`config.mk`:
```
export PLATFORM = sky130hd
export DESIGN_NAME = host_rx_ctrl_top
export DESIGN_NICKNAME = d
export VERILOG_FILES = /design/src/hctl_pkg.sv /design/src/host_rx_ctrl_top.sv /design/src/lbuf_dma_sched.sv /design/src/host_ctrl_regs.sv /design/src/tlp_reg_decoder.sv
export SDC_FILE = /design/constraint.sdc
export NUM_CORES = 1
export LEC_CHECK = 0
export BUFFER_PORTS_ARGS = -buffer_cell sky130_fd_sc_hd__clkbuf_2
export CAP_MARGIN = 0
export CORE_MARGIN = 1
export CORE_UTILIZATION = 35
export CTS_CLUSTER_SIZE = 12
export DETAILED_ROUTE_END_ITERATION = 12
export GPL_ROUTABILITY_DRIVEN = 0
export PLACE_DENSITY_LB_ADDON = 0.25
export SLEW_MARGIN = 20
export SYNTH_ARGS = -nofsm -noshare
export SYNTH_HDL_FRONTEND = slang
export SYNTH_SLANG_ARGS = --single-unit
```
`constraint.sdc`:
```
create_clock -name clk -period 5.9 [get_ports clk]
set_input_delay 1.18 -clock clk [delete_from_list [all_inputs] [get_ports clk]]
set_output_delay 1.18 -clock clk [all_outputs]
set_load 0.01 [all_outputs]
```
`src/hctl_pkg.sv`:
```
`default_nettype none
//////////////////////////////
// shared host control definitions
// bar register map, tlp format codes, fsm encodings
// strobe and descriptor structs, beat 2 union, dword swap
//////////////////////////////

package hctl_pkg;

    //////////////////////////////
    // trn and bar map
    localparam int TRN_BAR_HIT = 2;          // bit in active-low bar hit vector

    localparam logic [5:0] REG_CPL_ADDR   = 6'd0;   // dword offsets in bar
    localparam logic [5:0] REG_LBUF1_ADDR = 6'd2;
    localparam logic [5:0] REG_LBUF1_EN   = 6'd4;
    localparam logic [5:0] REG_LBUF2_ADDR = 6'd6;
    localparam logic [5:0] REG_LBUF2_EN   = 6'd8;

    localparam logic [6:0] FMT_MWR32 = 7'b100_0000;  // 3dw header with data
    localparam logic [6:0] FMT_MWR64 = 7'b110_0000;  // 4dw header with data

    //////////////////////////////
    // fsm encodings
    localparam int DEC_NST    = 5;           // decoder is one-hot, these are bit indices
    localparam int DEC_IDLE   = 0;
    localparam int DEC_HDR32  = 1;           // waiting for beat 2, 3dw header
    localparam int DEC_HDR64  = 2;           // waiting for beat 2, 4dw header
    localparam int DEC_DATA32 = 3;           // beat 3, second payload dword
    localparam int DEC_DATA64 = 4;           // beat 3, both payload dwords

    localparam logic [1:0] SCH_IDLE   = 2'd0;
    localparam logic [1:0] SCH_BUSY   = 2'd1;
    localparam logic [1:0] SCH_NOTIFY = 2'd2;

    //////////////////////////////
    // types
    typedef union packed {
        struct packed {
            logic [31:0] addr;               // dw2 of the 3dw header
            logic [31:0] dw0;                // first payload dword
        } hdr32;
        struct packed {
            logic [31:0] addr_hi;
            logic [31:0] addr_lo;
        } hdr64;
    } tlp_qw1_u;

    typedef struct packed {
        logic        valid;
        logic [5:0]  offset;
        logic [63:0] data;                   // payload already in device byte order
    } reg_wr_t;

    typedef struct packed {
        logic [63:0] addr;
        logic [31:0] len;
        logic        buf_id;                 // 0 lbuf1, 1 lbuf2
    } dma_desc_t;

    typedef struct packed {
        logic [63:0] addr;
        logic        buf_id;
    } cpl_desc_t;

    typedef struct packed {
        logic [63:0] addr;
        logic [31:0] len;
        logic        en;
    } lbuf_cfg_t;

    // host byte order to device byte order
    function automatic logic [31:0] dw_swap(input logic [31:0] dw);
        return {dw[7:0], dw[15:8], dw[23:16], dw[31:24]};
    endfunction

endpackage

`default_nettype wire
```
`src/host_rx_ctrl_top.sv`:
```
`timescale 1ns/1ns
`default_nettype none
//////////////////////////////
// host rx control top
// decoder, register file, scheduler
//////////////////////////////

module host_rx_ctrl_top import hctl_pkg::*; (
    input  wire logic        clk,
    input  wire logic        rst,
    input  wire logic [63:0] trn_rd_i,       // trn receive side
    input  wire logic        trn_rsof_n_i,
    input  wire logic        trn_reof_n_i,
    input  wire logic        trn_rsrc_rdy_n_i,
    input  wire logic [6:0]  trn_rbar_hit_n_i,
    input  wire logic        dma_done_i,     // from external dma engine
    output logic             dma_req_o,
    output dma_desc_t        dma_desc_o,
    output logic             cpl_req_o,
    output cpl_desc_t        cpl_desc_o
);

    reg_wr_t     reg_wr;
    logic [63:0] cpl_addr;
    lbuf_cfg_t   lbuf1;
    lbuf_cfg_t   lbuf2;
    logic        lbuf1_dn;
    logic        lbuf2_dn;

    tlp_reg_decoder u_dec (
        .clk              (clk),
        .rst              (rst),
        .trn_rd_i         (trn_rd_i),
        .trn_rsof_n_i     (trn_rsof_n_i),
        .trn_reof_n_i     (trn_reof_n_i),
        .trn_rsrc_rdy_n_i (trn_rsrc_rdy_n_i),
        .trn_rbar_hit_n_i (trn_rbar_hit_n_i),
        .reg_wr_o         (reg_wr)
    );

    host_ctrl_regs u_regs (
        .clk        (clk),
        .rst        (rst),
        .reg_wr_i   (reg_wr),
        .lbuf1_dn_i (lbuf1_dn),
        .lbuf2_dn_i (lbuf2_dn),
        .cpl_addr_o (cpl_addr),
        .lbuf1_o    (lbuf1),
        .lbuf2_o    (lbuf2)
    );

    lbuf_dma_sched u_sched (
        .clk        (clk),
        .rst        (rst),
        .lbuf1_i    (lbuf1),
        .lbuf2_i    (lbuf2),
        .cpl_addr_i (cpl_addr),
        .dma_done_i (dma_done_i),
        .lbuf1_dn_o (lbuf1_dn),
        .lbuf2_dn_o (lbuf2_dn),
        .dma_req_o  (dma_req_o),
        .dma_desc_o (dma_desc_o),
        .cpl_req_o  (cpl_req_o),
        .cpl_desc_o (cpl_desc_o)
    );

endmodule

`default_nettype wire

```
`src/lbuf_dma_sched.sv`:
```
`timescale 1ns/1ns
`default_nettype none
//////////////////////////////
// ping-pong buffer scheduler
// dma descriptor out, completion notify after done
//////////////////////////////

module lbuf_dma_sched import hctl_pkg::*; (
    input  wire logic        clk,
    input  wire logic        rst,
    input  wire lbuf_cfg_t   lbuf1_i,
    input  wire lbuf_cfg_t   lbuf2_i,
    input  wire logic [63:0] cpl_addr_i,
    input  wire logic        dma_done_i,
    output logic             lbuf1_dn_o,
    output logic             lbuf2_dn_o,
    output logic             dma_req_o,
    output dma_desc_t        dma_desc_o,
    output logic             cpl_req_o,
    output cpl_desc_t        cpl_desc_o
);

    logic [1:0] st;
    logic       cur;                 // 0 lbuf1, 1 lbuf2
    lbuf_cfg_t  cur_cfg;
    logic       launch;
    logic       finish;

    assign cur_cfg = cur ? lbuf2_i : lbuf1_i;
    assign launch  = (st == SCH_IDLE) && cur_cfg.en;
    assign finish  = (st == SCH_BUSY) && dma_done_i;

    //////////////////////////////
    // control
    always_ff @(posedge clk) begin
        if (rst) begin
            st         <= SCH_IDLE;
            cur        <= 1'b0;      // lbuf1 goes first
            dma_req_o  <= 1'b0;
            cpl_req_o  <= 1'b0;
            lbuf1_dn_o <= 1'b0;
            lbuf2_dn_o <= 1'b0;
        end else begin
            dma_req_o  <= launch;    // pulses
            cpl_req_o  <= finish;
            lbuf1_dn_o <= finish && !cur;
            lbuf2_dn_o <= finish && cur;
            case (st)
                SCH_IDLE: begin
                    if (launch) begin
                        st <= SCH_BUSY;
                    end
                end
                SCH_BUSY: begin
                    if (dma_done_i) begin
                        st  <= SCH_NOTIFY;
                        cur <= !cur;     // swap to the other buffer
                    end
                end
                SCH_NOTIFY: begin
                    st <= SCH_IDLE;      // flag of served buffer clears this cycle
                end
                default: begin
                    st <= SCH_IDLE;
                end
            endcase
        end
    end

    //////////////////////////////
    // descriptors, held until next launch / finish
    always_ff @(posedge clk) begin
        if (launch) begin
            dma_desc_o <= '{addr: cur_cfg.addr, len: cur_cfg.len, buf_id: cur};
        end
        if (finish) begin
            cpl_desc_o <= '{addr: cpl_addr_i, buf_id: cur};  // cur not yet toggled
        end
    end

    // dma engine only answers an outstanding descriptor
    a_done_when_busy: assert property (@(posedge clk) disable iff (rst)
        dma_done_i |-> (st == SCH_BUSY));

endmodule

`default_nettype wire

```
`src/host_ctrl_regs.sv`:
```
`timescale 1ns/1ns
`default_nettype none
//////////////////////////////
// bar register file
// completion address, buffer addresses, lengths, enables
//////////////////////////////

module host_ctrl_regs import hctl_pkg::*; (
    input  wire logic      clk,
    input  wire logic      rst,
    input  wire reg_wr_t   reg_wr_i,
    input  wire logic      lbuf1_dn_i,
    input  wire logic      lbuf2_dn_i,
    output logic [63:0]    cpl_addr_o,
    output lbuf_cfg_t      lbuf1_o,
    output lbuf_cfg_t      lbuf2_o
);

    logic [63:0] cpl_addr_q;
    logic [63:0] lbuf1_addr_q;
    logic [31:0] lbuf1_len_q;
    logic        lbuf1_en_q;
    logic [63:0] lbuf2_addr_q;
    logic [31:0] lbuf2_len_q;
    logic        lbuf2_en_q;
    logic        wr_en1;
    logic        wr_en2;

    assign wr_en1 = reg_wr_i.valid && (reg_wr_i.offset == REG_LBUF1_EN);
    assign wr_en2 = reg_wr_i.valid && (reg_wr_i.offset == REG_LBUF2_EN);

    //////////////////////////////
    // enable flags
    always_ff @(posedge clk) begin
        if (rst) begin
            lbuf1_en_q <= 1'b0;
            lbuf2_en_q <= 1'b0;
        end else begin
            if (wr_en1) begin
                lbuf1_en_q <= 1'b1;
            end else if (lbuf1_dn_i) begin
                lbuf1_en_q <= 1'b0;         // buffer consumed
            end
            if (wr_en2) begin
                lbuf2_en_q <= 1'b1;
            end else if (lbuf2_dn_i) begin
                lbuf2_en_q <= 1'b0;
            end
        end
    end

    // address and length values
    always_ff @(posedge clk) begin
        if (reg_wr_i.valid) begin
            case (reg_wr_i.offset)
                REG_CPL_ADDR:   cpl_addr_q   <= reg_wr_i.data;
                REG_LBUF1_ADDR: lbuf1_addr_q <= reg_wr_i.data;
                REG_LBUF1_EN:   lbuf1_len_q  <= reg_wr_i.data[31:0];  // len rides on enable
                REG_LBUF2_ADDR: lbuf2_addr_q <= reg_wr_i.data;
                REG_LBUF2_EN:   lbuf2_len_q  <= reg_wr_i.data[31:0];
                default: ;
            endcase
        end
    end

    assign cpl_addr_o = cpl_addr_q;
    assign lbuf1_o    = '{addr: lbuf1_addr_q, len: lbuf1_len_q, en: lbuf1_en_q};
    assign lbuf2_o    = '{addr: lbuf2_addr_q, len: lbuf2_len_q, en: lbuf2_en_q};

    // scheduler only finishes buffers that were handed to it
    a_dn1_while_en: assert property (@(posedge clk) disable iff (rst)
        lbuf1_dn_i |-> lbuf1_en_q);
    a_dn2_while_en: assert property (@(posedge clk) disable iff (rst)
        lbuf2_dn_i |-> lbuf2_en_q);

endmodule

`default_nettype wire

```
`src/tlp_reg_decoder.sv`:
```
`timescale 1ns/1ns
`default_nettype none
//////////////////////////////
// trn receive decoder
// memory-write tlps hitting the bar become register strobes
//////////////////////////////

module tlp_reg_decoder import hctl_pkg::*; (
    input  wire logic        clk,
    input  wire logic        rst,
    input  wire logic [63:0] trn_rd_i,
    input  wire logic        trn_rsof_n_i,
    input  wire logic        trn_reof_n_i,
    input  wire logic        trn_rsrc_rdy_n_i,
    input  wire logic [6:0]  trn_rbar_hit_n_i,
    output reg_wr_t          reg_wr_o
);

    logic [DEC_NST-1:0] st;              // one-hot
    logic [DEC_NST-1:0] st_nxt;
    tlp_qw1_u           qw1;             // beat 2 seen through either header view
    logic               beat;
    logic [6:0]         fmt;
    logic [5:0]         off32;
    logic [5:0]         off64;
    logic [31:0]        dw0_q;           // first payload dword, 3dw header only
    logic [5:0]         off_q;           // offset held for beat 3
    logic               wr_go;
    logic [5:0]         wr_off;
    logic [63:0]        wr_data;
    logic               wr_vld_q;
    logic [5:0]         wr_off_q;
    logic [63:0]        wr_data_q;

    function automatic logic [DEC_NST-1:0] one_st(input int idx);
        return DEC_NST'(1) << idx;
    endfunction

    function automatic logic is_addr_reg(input logic [5:0] off);
        return (off == REG_CPL_ADDR) || (off == REG_LBUF1_ADDR) || (off == REG_LBUF2_ADDR);
    endfunction

    function automatic logic is_en_reg(input logic [5:0] off);
        return (off == REG_LBUF1_EN) || (off == REG_LBUF2_EN);
    endfunction

    assign beat  = !trn_rsrc_rdy_n_i;       // source never throttled, rdy marks a beat
    assign fmt   = trn_rd_i[62:56];         // fmt + type of header dw0
    assign qw1   = trn_rd_i;
    assign off32 = qw1.hdr32.addr[7:2];
    assign off64 = qw1.hdr64.addr_lo[7:2];

    //////////////////////////////
    // next state and strobe payload
    always_comb begin
        st_nxt  = st;
        wr_go   = 1'b0;
        wr_off  = off_q;
        wr_data = {dw_swap(trn_rd_i[31:0]), dw_swap(trn_rd_i[63:32])};  // 4dw data beat
        if (beat) begin
            st_nxt = one_st(DEC_IDLE);      // most beats end the walk
            case (1'b1)
                st[DEC_IDLE]: begin
                    // header beat of a write is never the last beat
                    if (!trn_rsof_n_i && trn_reof_n_i && !trn_rbar_hit_n_i[TRN_BAR_HIT]) begin
                        if (fmt == FMT_MWR32) begin
                            st_nxt = one_st(DEC_HDR32);
                        end else if (fmt == FMT_MWR64) begin
                            st_nxt = one_st(DEC_HDR64);
                        end
                    end
                end
                st[DEC_HDR32]: begin
                    if (is_en_reg(off32)) begin   // length fits in beat 2
                        wr_go   = 1'b1;
                        wr_off  = off32;
                        wr_data = {32'h0, dw_swap(qw1.hdr32.dw0)};
                    end else if (is_addr_reg(off32) && trn_reof_n_i) begin
                        st_nxt = one_st(DEC_DATA32);
                    end
                end
                st[DEC_HDR64]: begin
                    if ((is_en_reg(off64) || is_addr_reg(off64)) && trn_reof_n_i) begin
                        st_nxt = one_st(DEC_DATA64);
                    end
                end
                st[DEC_DATA32]: begin
                    wr_go   = 1'b1;
                    wr_data = {dw_swap(trn_rd_i[63:32]), dw_swap(dw0_q)};
                end
                st[DEC_DATA64]: begin
                    wr_go = 1'b1;                 // first dword sits in the high half
                end
                default: begin
                    st_nxt = one_st(DEC_IDLE);
                end
            endcase
        end
    end

    always_ff @(posedge clk) begin
        if (rst) begin
            st       <= one_st(DEC_IDLE);
            wr_vld_q <= 1'b0;
        end else begin
            st       <= st_nxt;
            wr_vld_q <= wr_go;              // single cycle strobe
        end
    end

    always_ff @(posedge clk) begin
        if (beat && st[DEC_HDR32]) begin
            dw0_q <= qw1.hdr32.dw0;
        end
        if (beat && (st[DEC_HDR32] || st[DEC_HDR64])) begin
            off_q <= st[DEC_HDR64] ? off64 : off32;
        end
        if (wr_go) begin
            wr_off_q  <= wr_off;
            wr_data_q <= wr_data;
        end
    end

    assign reg_wr_o = '{valid: wr_vld_q, offset: wr_off_q, data: wr_data_q};

    // a new frame must not start while a write is still being walked
    a_no_sof_mid_tlp: assert property (@(posedge clk) disable iff (rst)
        (!st[DEC_IDLE] && beat) |-> trn_rsof_n_i);

endmodule

`default_nettype wire

```
## Word level (Yosys, flattened, before mapping)

Index checks and enable logic that the tools add are counted.

- Word-level logic and storage cells: 113
- Bits in latches: 0
- Memory bits (read-only): 0
- Bits of input ports: 77
- Bits in writable memories: 0
- Register bits: 541
- Memories: 0
- Output and inout bits: 164

- Shift-type cells: 0
- Eq/ne operators: 17
- Divide/modulo/power cells: 0
- $mul: 0
- Bitwise logic cells: 0
- Reductions and logical operators: 37
- Add/sub/neg operators: 0
- $lt $le $gt $ge: 0
- Mux-type cells: 35

Operators by type and width:

| cell | number |
|---|---|
| two-way mux 64 bit | 6 |
| two-way mux 97 bit | 1 |
| == test 6 x 3 -> 1 bit (second input constant) | 6 |
| two-way mux 5 bit | 7 |
| two-way mux 6 bit | 5 |
| == test 6 x 2 -> 1 bit (second input constant) | 3 |
| == test 6 x 4 -> 1 bit (second input constant) | 3 |
| zero test 6 bit | 3 |
| == test 7 bit (second input constant) | 2 |
| AND reduction 2 bit | 7 |
| logical AND 1 bit | 12 |
| two-way mux 1 bit | 11 |
| logical OR 1 bit | 8 |
| zero test 1 bit | 4 |
| two-way mux 2 bit | 2 |
| two-way mux 4 bit | 1 |
| case mux 2 bit (2 select lines) | 1 |
| nonzero test 2 bit | 2 |
| two-way mux 3 bit | 1 |
| == test 2 x 1 -> 1 bit (second input constant) | 1 |
| zero test 2 bit | 1 |
| inequality test 2 x 1 -> 1 bit (second input constant) | 1 |
| inequality test 2 bit (second input constant) | 1 |

## Depth between registers and ports, before layout

Gate-level depths: netlist (run 1).

- Depth in word-level cells: 9
- Gate-level depth with buffers: 7
- Mapped depth without buffers: 4

## By module

Synthesis (run 1) repeated with hierarchy kept, for this count alone.

- Cells, all modules: 970
- Area, all modules: 19,273.5 um2

By module, submodules not included:

| module | sequential area each (um2) | instances | area an instance (um2) | cells each |
|---|---|---|---|---|
| host_ctrl_regs | 7,727.4 | 1 | 7,862.5 | 276 |
| lbuf_dma_sched | 5,004.8 | 1 | 6,286.0 | 290 |
| tlp_reg_decoder | 3,363.2 | 1 | 5,124.9 | 404 |

## Least setup slack after synthesis (run 1)

No wires, ideal clock.

- Path kind: input-to-reg
- Start: in trn_rd_i[37]
- End: reg u_dec.wr_data_q[0], enable pin
- Data required time: 5,379 ps
- Path slack: 120 ps
- Arrival: 5,259 ps
- Cell stages on the path: 5
- Setup time: 521 ps
- Path buffers: 1
- Cells stage by stage: buf_2 xor2_1 and2_4 nand2_1 a21oi_1

- Longest elaborated chain between the ends: 6
- Elaborated cells between the ends (all ways): 7
- Classes of those cells: 2 x eq/ne; 4 x mux; 1 x reduce/logical

RTL lines:

| item | line | source |
|---|---|---|
| start, declared | host_rx_ctrl_top.sv:11 | `input wire logic [63:0] trn_rd_i,` |
| == test 6 x 3 -> 1 bit or == test 6 x 4 -> 1 bit (tied branches) | tlp_reg_decoder.sv:44 | `return (off == REG_LBUF1_EN) \|\| (off == REG_LBUF2_EN);` |
| logical OR 1 bit * | tlp_reg_decoder.sv:44 |  |
| two-way mux 1 bit * | tlp_reg_decoder.sv:74 | `if (is_en_reg(off32)) begin` |
| two-way mux 1 bit * (2 in series) | tlp_reg_decoder.sv:62 | `case (1'b1)` |
| two-way mux 1 bit * | tlp_reg_decoder.sv:60 | `if (beat) begin` |
| named net u_dec.wr_go | tlp_reg_decoder.sv:28 | `logic wr_go;` |
| end signal, assigned | tlp_reg_decoder.sv:120 | `wr_data_q <= wr_data;` |
| end, declared | tlp_reg_decoder.sv:33 | `logic [63:0] wr_data_q;` |

Mark *: on every way through the listed nets, which the timed path passes. The rest lies on a longest branch.
A chain may end at the register's enable or synchronous reset.

## Worst setup path after layout (run 1)

- Start: reg u_sched.cur
- End: reg, netlist name u_sched.dma_desc_o[18]

- Longest elaborated chain between the ends: 2

RTL lines:

| item | line | source |
|---|---|---|
| start, declared | lbuf_dma_sched.sv:24 | `logic cur;` |
| start signal, assigned | lbuf_dma_sched.sv:57 | `cur <= !cur;` |
| two-way mux 97 bit | lbuf_dma_sched.sv:29 | `assign cur_cfg = cur ? lbuf2_i : lbuf1_i;` |
| logical AND 1 bit | lbuf_dma_sched.sv:30 | `assign launch = (st == SCH_IDLE) && cur_cfg.en;` |
| named net u_sched.launch | lbuf_dma_sched.sv:26 | `logic launch;` |

The timed path passes the listed nets, and every way through them passes these cells.

==> results of run 1 <==
==> cells in the mapped netlist, types with 8 or more instances <==
| library cell | number |
|---|---|
| nand2_1 | 39 |
| o22ai_1 | 8 |
| edfxtp_1 | 526 |
| nor2_1 | 22 |
| a22oi_1 | 9 |
| o22ai_2 | 20 |
| o2bb2ai_1 | 9 |
| o221a_2 | 28 |
| dfxtp_1 | 15 |
| a21oi_1 | 9 |
| buf_2 | 13 |
| clkbuf_1 | 12 |
| mux2_2 | 102 |
| a22o_1 | 23 |
==> worst max path at each step <==
stage / startpoint / end / slack [ps] / cells past startpoint
after floorplan: trn_rd_i[37] / u_dec.wr_data_q[0]$_DFFE_PP_ / 120 / 5
after global placement: trn_rd_i[37] / u_dec.wr_data_q[55]$_DFFE_PP_ / 2200 / 6
after detailed placement: trn_rd_i[37] / u_dec.wr_data_q[57]$_DFFE_PP_ / 2080 / 6
after CTS: u_sched.cur$_SDFFE_PP0P_ / u_sched.dma_desc_o[22]$_DFFE_PP_ / 2570 / 4
after global routing: u_sched.cur$_SDFFE_PP0P_ / u_sched.dma_desc_o[18]$_DFFE_PP_ / 2490 / 4
final: u_sched.cur$_SDFFE_PP0P_ / u_sched.dma_desc_o[18]$_DFFE_PP_ / 2730 / 4
==> cell families after synthesis <==
family	synth area share
muxes	0.0605
and+or+nand+nor	0.0281
AOI/OAI and AO/OA	0.0574
xor gates and xnor gates	0.000914
DFF	0.840
buffers and inverters	0.0133
==> cells in the final DEF, fill, tap and decap left out, drive strengths merged, types with 2 or more instances in the layout <==
master	count
a211oi	3
o221a	28
nand4	2
a22oi	9
o21ai	5
and2	6
nor4b	4
or3b	2
buf	17
o22ai	28
clkinv	14
nand2b	4
dfxtp	15
a22o	23
clkbuf	311
nor2b	4
mux2	102
nor3	5
xor2	2
clkinvlp	2
nor2	23
inv	4
a21oi	9
nand2	39
or3	2
nand3b	2
o2bb2ai	9
edfxtp	526
==> layer usage <==
layer  up-vias  global-route usage  wire length, µm
li1       4199                   -                -
met1      4786               0.216            19900
met2       271               0.242            20100
met3        80              0.0348             2410
met4         6              0.0459              991
met5         -                   0               33
==> worst max-delay path, cell delays in order, from the launching register on <==
cell	delay [ps]
dfxtp_4	770
mux2i_1	180
or3_1	420
inv_4	660
buf_4	660
==> area by class of cell <==
class	count	area share
diodes	1	0.000110
repair buffers	251	0.0580
flip-flops and latches	541	0.705
multi-input cells	325	0.126
clock inverters	17	0.00477
clock buffers	77	0.0671
well taps	696	0.0381
inverters	4	0.000877
==> flip-flops by register name (all words and copies together), names as in the netlist, 2 cells and up <==
| signal | flops |
|---|---|
| u_dec.wr_off_q | 6 |
| u_dec.dw0_q | 32 |
| u_sched.cpl_desc_o | 65 |
| u_regs.lbuf1_len_q | 32 |
| u_dec.wr_data_q | 64 |
| u_regs.cpl_addr_o | 64 |
| u_dec.off_q | 6 |
| u_sched.dma_desc_o | 97 |
| u_regs.lbuf2_addr_q | 64 |
| u_dec.st | 5 |
| u_regs.lbuf2_len_q | 32 |
| u_sched.st | 2 |
| u_regs.lbuf1_addr_q | 64 |
==> per-stage QoR <==
step | power (mW) | std cells | worst slack [ps] | hold slack (ps) | util
after CTS | 7.57 | 1909 | 2570 | 413 | 0.423
after detailed placement | 4.34 | 1815 | 2080 | 405 | 0.392
after global placement | 4.34 | 1815 | 2200 | 404 | 0.392
after floorplan | 4.29 | 908 | 120 | 400 | -
final | 7.48 | 1912 | 2730 | 412 | 0.423
after global routing | 7.71 | 1911 | 2490 | 420 | 0.423
==> power by group through the flow <==
stage | logic (mW) | clock network [mW] | registers (mW)
final | 0.101 | 3.21 | 4.16
after global placement | 0.0972 | 0 | 4.24
after global routing | 0.109 | 3.45 | 4.16
after detailed placement | 0.100 | 0 | 4.24
after floorplan | 0.0470 | 0 | 4.24
after CTS | 0.101 | 3.31 | 4.16
==> results.json, run 1 <==
{
  "start_kind": "flop",
  "vias": 9342,
  "cts_hold_buf": 0,
  "overflow": 0,
  "drv_cap": 0,
  "required_ps": 6110,
  "asyncSetResetFlopFracSynth": 0,
  "io_pins": 241,
  "drive_above_1_share": 0.403,
  "drtIter0Drc": 589,
  "crit_arrival_ps": 3380,
  "hold_start": "u_regs.cpl_addr_o[45]$_DFFE_PP_",
  "first_global_vias": 9364,
  "leakagePower_nw": 7.71,
  "core_area_um2": 53900,
  "fin_crit_sh": 0.538,
  "cts_setup_buffers": 0,
  "finClkSkew_ps": 25.3,
  "p_sw_frac": 0.191,
  "synth_area_per_cell_um2": 21.1,
  "p_clk_frac": 0.430,
  "cts_resized": 0,
  "finalSetupTns_ps": 0,
  "synth_cell_types": 51,
  "critical_path_class": "flop to flop",
  "die_h_um": 236,
  "grtUsageTotal": 0.155,
  "r2r_setup_slack_ps": 2730,
  "cts_root_buf": "clkbuf_16",
  "wirelength_um": 43400,
  "h-tree-depth": 2,
  "p_comb_frac": 0.014,
  "netSwitchingPower_mw": 1.43,
  "finalHoldViolCount": 0,
  "worstSkewPairLatency_ps": 590,
  "powerDensity_nw_per_um2": 327,
  "ff_latch_area_um2": 16100,
  "crit_fanout": 52,
  "fp.dieW_um": 236,
  "synth_ff_type": "edfxtp_1",
  "tritoncts": "yes",
  "area_growth_syn_to_layout_pct": 19.1,
  "p_seq_frac": 0.557,
  "hold_path_class": "flop to flop",
  "reg2reg_from": "u_sched.cur$_SDFFE_PP0P_",
  "clock.fmax_mhz": 315,
  "antenna_found_initial": 3,
  "synth_area_um2": 19200,
  "multi_input_area_um2": 2880,
  "synthTopCellsByArea": "edfxtp_1 82%, mux2_2 6.0%, o221a_2 1.6%",
  "rsz0062_at_grt": "no",
  "wl_per_cell_um": 22.7,
  "r2r-end": "u_sched.dma_desc_o[18]$_DFFE_PP_",
  "rr_worst_depth": 4,
  "nets": 1256,
  "die_area_um2": 55700,
  "ys_warn_count": 0,
  "synth_edf_count": 526,
  "final_max_slew_viol_count": 0,
  "drc": 0,
  "cts_buffers": 56,
  "ys_ff_latch": 541,
  "io_buffers": 234,
  "end_kind": "flop",
  "finalSetupViolations": 0,
  "synth.largest_area_cell": "edfxtp_1",
  "p_int_mw": 6.05,
  "tightest_slew_ps": 1080,
  "placed_area_um2": 21100,
  "rows": 85,
  "whs_endpoint": "u_sched.cpl_desc_o[46]$_DFFE_PP_",
  "grt_max_degree": 59,
  "hold_depth": 0,
  "initial_core_util": 0.355,
  "netlist.area_leader.share": 0.824,
  "ant_nets": 0,
  "period_needed_ps": 3170,
  "grt_pass1_wl_um": 63000,
  "clk_path_buf_depth": 3,
  "hpwl_um": 26800,
  "ir_worst_vdd_v": 0.000207,
  "clk_pin_slew_ps": 60,
  "fill_cells": 4743,
  "stdcell_area_um2": 22800,
  "first_pass_iters": 5,
  "clock-sinks": 541,
  "vias_per_cell": 4.89,
  "status": "finished clean",
  "ys_seq_area_frac": 0.840,
  "max_slew_margin": 0.280,
  "syn-num-nets": 985,
  "netlist_instances": 908
}
(Power assumes the default switching activity.)
==> run 2: changes to the inputs <==
Clock period 5.9 ns to 2.8 ns, I/O delays scaled along.
==> results.json, run 2 (synthesis results as in run 1) <==
{
  "area_growth_syn_to_layout_pct": 20.5,
  "die_area_um2": 55700,
  "ir_worst_vdd_v": 0.000462,
  "fin_ws_ps": 598,
  "crit_fanout": 31,
  "start_kind": "flop",
  "critical_path_class": "flop to flop",
  "core_area_um2": 53900,
  "finalSetupTns_ps": 0,
  "fin_crit_sh": 0.786,
  "first_pass_iters": 5,
  "wirelength_um": 44000,
  "required_ps": 3140,
  "rsz0062_at_grt": "no",
  "placed_area_um2": 21400,
  "clk_path_buf_depth": 3,
  "largest_reg_flops": 97,
  "ant_nets": 0,
  "tritoncts": "yes",
  "period_needed_ps": 2200,
  "final_common_cell": "edfxtp_1",
  "finalSetupViolations": 0,
  "nets": 1270,
  "overflow": 0,
  "cts_root_buf": "clkbuf_16",
  "finalHoldViolCount": 0,
  "whs_ps": 173,
  "final_util": 0.428,
  "drive_above_1_share": 0.415,
  "grt_pass1_wl_um": 63600,
  "tightest_slew_ps": 891,
  "io_pins": 241,
  "drtIter0Drc": 693,
  "drv_cap": 0,
  "grt_max_degree": 102,
  "end_kind": "flop",
  "initial_core_util": 0.355,
  "vias_per_cell": 4.89,
  "hpwl_um": 27300,
  "first_global_vias": 9577,
  "wl_per_cell_um": 22.9,
  "cts_setup_buffers": 0,
  "worstSkewPairLatency_ps": 590,
  "most-common-layout-cells": "526 x edfxtp_1, 234 x clkbuf_2, 102 x mux2_2",
  "finClkSkew_ps": 12.6,
  "clock-sinks": 541,
  "max_slew_margin": 0.402,
  "io_buffers": 234,
  "die_h_um": 236,
  "drc": 0,
  "cts_hold_buf": 0,
  "leakagePower_nw": 7.82,
  "vias": 9393,
  "status": "finished clean",
  "antenna_found_initial": 5,
  "grtUsageTotal": 0.157,
  "powerDensity_nw_per_um2": 692,
  "dp_slack_ps": 323,
  "hold_path_class": "input port to flop",
  "crit_arrival_ps": 2550,
  "fp.dieW_um": 236,
  "largest_registers": "u_sched.dma_desc_o: 97 flops, u_sched.cpl_desc_o: 65 flops",
  "clk_pin_slew_ps": 60,
  "h-tree-depth": 2,
  "final_max_slew_viol_count": 0,
  "clock.fmax_mhz": 454,
  "regMostFlops": "u_sched.dma_desc_o",
  "cts_buffers": 56,
  "cts_resized": 0,
  "rows": 85,
  "stdcell_area_um2": 23100
}
## run 2: worst max-delay path, cell delays in order (launching register included)
cell and delay (ps):
dfxtp_1 710, inv_1 120, buf_4 300, o21a_1 270, buf_4 230, o221a_2 310
## run 2: cell type report
class,count,area (µm²)
clock buffer,67,1440
timing repair buffer,265,1530
inverter,4,20.0
antenna,3,7.51
clock inverter,20,239
tap,696,871
multi-input combinational,325,2890
sequential,541,16100
fill,4682,30800
## run 2: stage by stage
stage	total power, mW	instances
2_1_floorplan	9.04	908
3_3_place_gp	9.15	1831
3_5_place_dp	9.15	1831
4_1_cts	16.2	1918
5_1_grt	16.5	1919
6_report	16.0	1921
## run 2: final timing paths
path	slack, ps	cells after the start	start	end
worst max-delay path	600	5	u_dec.st[1]$_SDFFE_PP0N_	u_dec.wr_data_q[9]$_DFFE_PP_
worst min-delay path	170	1	trn_rd_i[30]	u_dec.dw0_q[30]$_DFFE_PP_
worst max register to register	600	5	u_dec.st[1]$_SDFFE_PP0N_	u_dec.wr_data_q[9]$_DFFE_PP_
worst min register to register	410	0	u_regs.cpl_addr_o[62]$_DFFE_PP_	u_sched.cpl_desc_o[63]$_DFFE_PP_
## run 2: metal layers
metal	GRT usage	vias up	wire length, µm
met5	0	-	33
met4	0.0463	6	977
met1	0.215	4825	20200
li1	-	4241	-
met3	0.0391	69	2270
met2	0.246	252	20500
## run 2: where the power goes
part	switching [mW]	internal (mW)	total (mW)
registers	0.000113	8.77	8.77
logic	0.109	0.107	0.216
clock network	2.92	4.08	6.99
total	3.02	13.0	16.0
==> run 3: changes to the inputs <==
Settings changed: ABC_AREA from default to 1.
Clock period 2.8 ns to 1.8 ns, I/O delays scaled along.
==> results.json, run 3 <==
{
  "start_kind": "flop",
  "die_area_um2": 56700,
  "overflow": 0,
  "synth_cell_types": 27,
  "antenna_found_initial": 5,
  "vias_per_cell": 4.51,
  "grt_max_degree": 77,
  "hold_start": "trn_rd_i[3]",
  "reg2reg_from": "u_dec.wr_off_q[4]$_DFFE_PP_",
  "fill_cells": 5009,
  "cp_common_cell": "nor3_4",
  "slowest_delay_ps": 410,
  "grt_pass1_wl_um": 67900,
  "drtIter0Drc": 764,
  "largest_registers": "u_sched.dma_desc_o: 97 flops, u_sched.cpl_desc_o: 65 flops",
  "wirelength_um": 46600,
  "asyncSetResetFlopFracSynth": 0,
  "regMostFlops": "u_sched.dma_desc_o",
  "nets": 1708,
  "ant_nets": 0,
  "wl_per_cell_um": 19.3,
  "synthTopCellsByCount": "526 x edfxtp_1, 403 x nand2_1, 98 x inv_1, 35 x o21ai_0, 30 x nor2_1",
  "fin_crit_sh": 0.942,
  "vias": 10900,
  "placed_area_um2": 22200,
  "powerDensity_nw_per_um2": 1010,
  "synth.largest_area_cell": "edfxtp_1",
  "synthTopCellsByArea": "edfxtp_1 81%, nand2_1 7.8%, inv_1 1.9%",
  "multi_input_area_um2": 2850,
  "r2r_setup_slack_ps": 100,
  "required_ps": 2090,
  "finalSetupTns_ps": 0,
  "finalHoldViolCount": 0,
  "area_growth_syn_to_layout_pct": 23.5,
  "hpwl_um": 30800,
  "most-common-layout-cells": "526 x edfxtp_1, 400 x nand2_1, 234 x clkbuf_2",
  "drive_above_1_share": 0.252,
  "hold_path_class": "input port to flop",
  "final_max_slew_viol_count": 0,
  "clock-sinks": 541,
  "ys_ff_latch": 541,
  "rows": 86,
  "drc": 0,
  "crit_arrival_ps": 1990,
  "r2r-end": "u_regs.cpl_addr_o[5]$_DFFE_PP_",
  "core_area_um2": 55100,
  "synth_area_per_cell_um2": 15.0,
  "rr_worst_depth": 5,
  "ir_worst_vdd_v": 0.000667,
  "final_common_cell": "edfxtp_1",
  "finalSetupViolations": 0,
  "stdcell_area_um2": 24100,
  "die_h_um": 238,
  "worstSkewPairLatency_ps": 600,
  "hold_depth": 1,
  "synth_edf_count": 526,
  "first_pass_iters": 5,
  "leakagePower_nw": 9.04,
  "max_slew_margin": 0.627,
  "tritoncts": "yes",
  "drv_cap": 0,
  "grtUsageTotal": 0.164,
  "finClkSkew_ps": 17.9,
  "cp_cell_sequence": "nor3_4 > nand2_2 > nor3_4 > buf_4 > clkbuf_16",
  "syn-num-nets": 1379,
  "status": "finished clean",
  "rsz0062_at_grt": "no",
  "ys_warn_count": 0,
  "ff_latch_area_um2": 16100,
  "netlist_instances": 1302,
  "clk_pin_slew_ps": 60,
  "synth_ff_type": "edfxtp_1",
  "io_pins": 241,
  "critical_path_class": "flop to flop",
  "end_kind": "flop",
  "synth_area_um2": 19500,
  "fp.dieW_um": 238,
  "initial_core_util": 0.354,
  "clock.fmax_mhz": 590,
  "cts_buffers": 55,
  "ys_seq_area_frac": 0.825,
  "cts_root_buf": "clkbuf_16",
  "h-tree-depth": 2,
  "crit_fanout": 18,
  "whs_endpoint": "u_dec.dw0_q[3]$_DFFE_PP_",
  "period_needed_ps": 1700,
  "synth_most_common_cell": "edfxtp_1",
  "netlist.area_leader.share": 0.810,
  "io_buffers": 234,
  "largest_reg_flops": 97,
  "slowest_stage": "edfxtp_1",
  "clk_path_buf_depth": 3,
  "tightest_slew_ps": 559,
  "first_global_vias": 10700
}
## run 3: report_power, final
group	switching, mW	leakage (nW)	internal, mW
clock network	4.47	0.778	5.95
logic	0.209	3.41	0.163
registers	0.000109	4.85	13.6
## run 3: metrics by stage
stage                     std cells  setup WS, ps  hold WS [ps]  power (mW)  utilization
after floorplan                1302          -949           400        14.0            -
after global placement         2291          60.7           404        14.2        0.402
after detailed placement       2291          32.7           405        14.2        0.402
after CTS                      2404          24.2          21.4        24.7        0.436
after global routing           2409          2.95          37.6        25.2        0.437
final                          2409           105          73.1        24.4        0.437
## run 3: timing repair
action	in CTS	in global routing
setup buffers	0	2
endpoints found under the hold margin	28	0
endpoints found under the setup margin	0	104
resized for setup	0	3
hold buffers	28	0
## run 3: final cells by class
| class | instances | share of cell area |
|---|---|---|
| clock buffers | 66 | 0.0606 |
| inverters | 103 | 0.0168 |
| multi-input cells | 612 | 0.118 |
| repair buffers | 318 | 0.0912 |
| well taps | 748 | 0.0389 |
| diodes | 2 | 0.000208 |
| flip-flops and latches | 541 | 0.668 |
| clock inverters | 19 | 0.00556 |
## run 3: cell families after synthesis
group                  share of synthesized area
DFF                                        0.825
and+or+nand+nor                            0.103
buffers and inverters                     0.0334
AOI/OAI and AO/OA                         0.0386
## run 3: worst max-delay path, delay by kind of cell, from the launching register on
kind / cells / cell delay [ps]
flops: 1 / 410
simple gates: 3 / 600
buf+inv: 2 / 390
## run 3: worst max path at each step
stage	cells after the start	slack [ps]	to	from
floorplan	3	-950	u_regs.cpl_addr_o[0]$_DFFE_PP_	u_dec.wr_off_q[4]$_DFFE_PP_
global placement	4	60	u_regs.cpl_addr_o[26]$_DFFE_PP_	u_dec.wr_off_q[4]$_DFFE_PP_
detailed placement	4	30	u_regs.cpl_addr_o[31]$_DFFE_PP_	u_dec.wr_off_q[4]$_DFFE_PP_
CTS	4	20	u_regs.cpl_addr_o[33]$_DFFE_PP_	u_dec.wr_off_q[4]$_DFFE_PP_
global route	7	3	u_dec.wr_data_q[45]$_DFFE_PP_	u_dec.st[2]$_SDFFE_PP0N_
finish	5	100	u_regs.cpl_addr_o[5]$_DFFE_PP_	u_dec.wr_off_q[4]$_DFFE_PP_
## run 3: routing by layer
layer / up-vias / wire, µm / global-route usage
met4: 6 / 1580 / 0.0602
met2: 304 / 21100 / 0.251
li1: 5192 / - / -
met3: 100 / 2620 / 0.0363
met1: 5254 / 21300 / 0.230
met5: - / 32 / 0
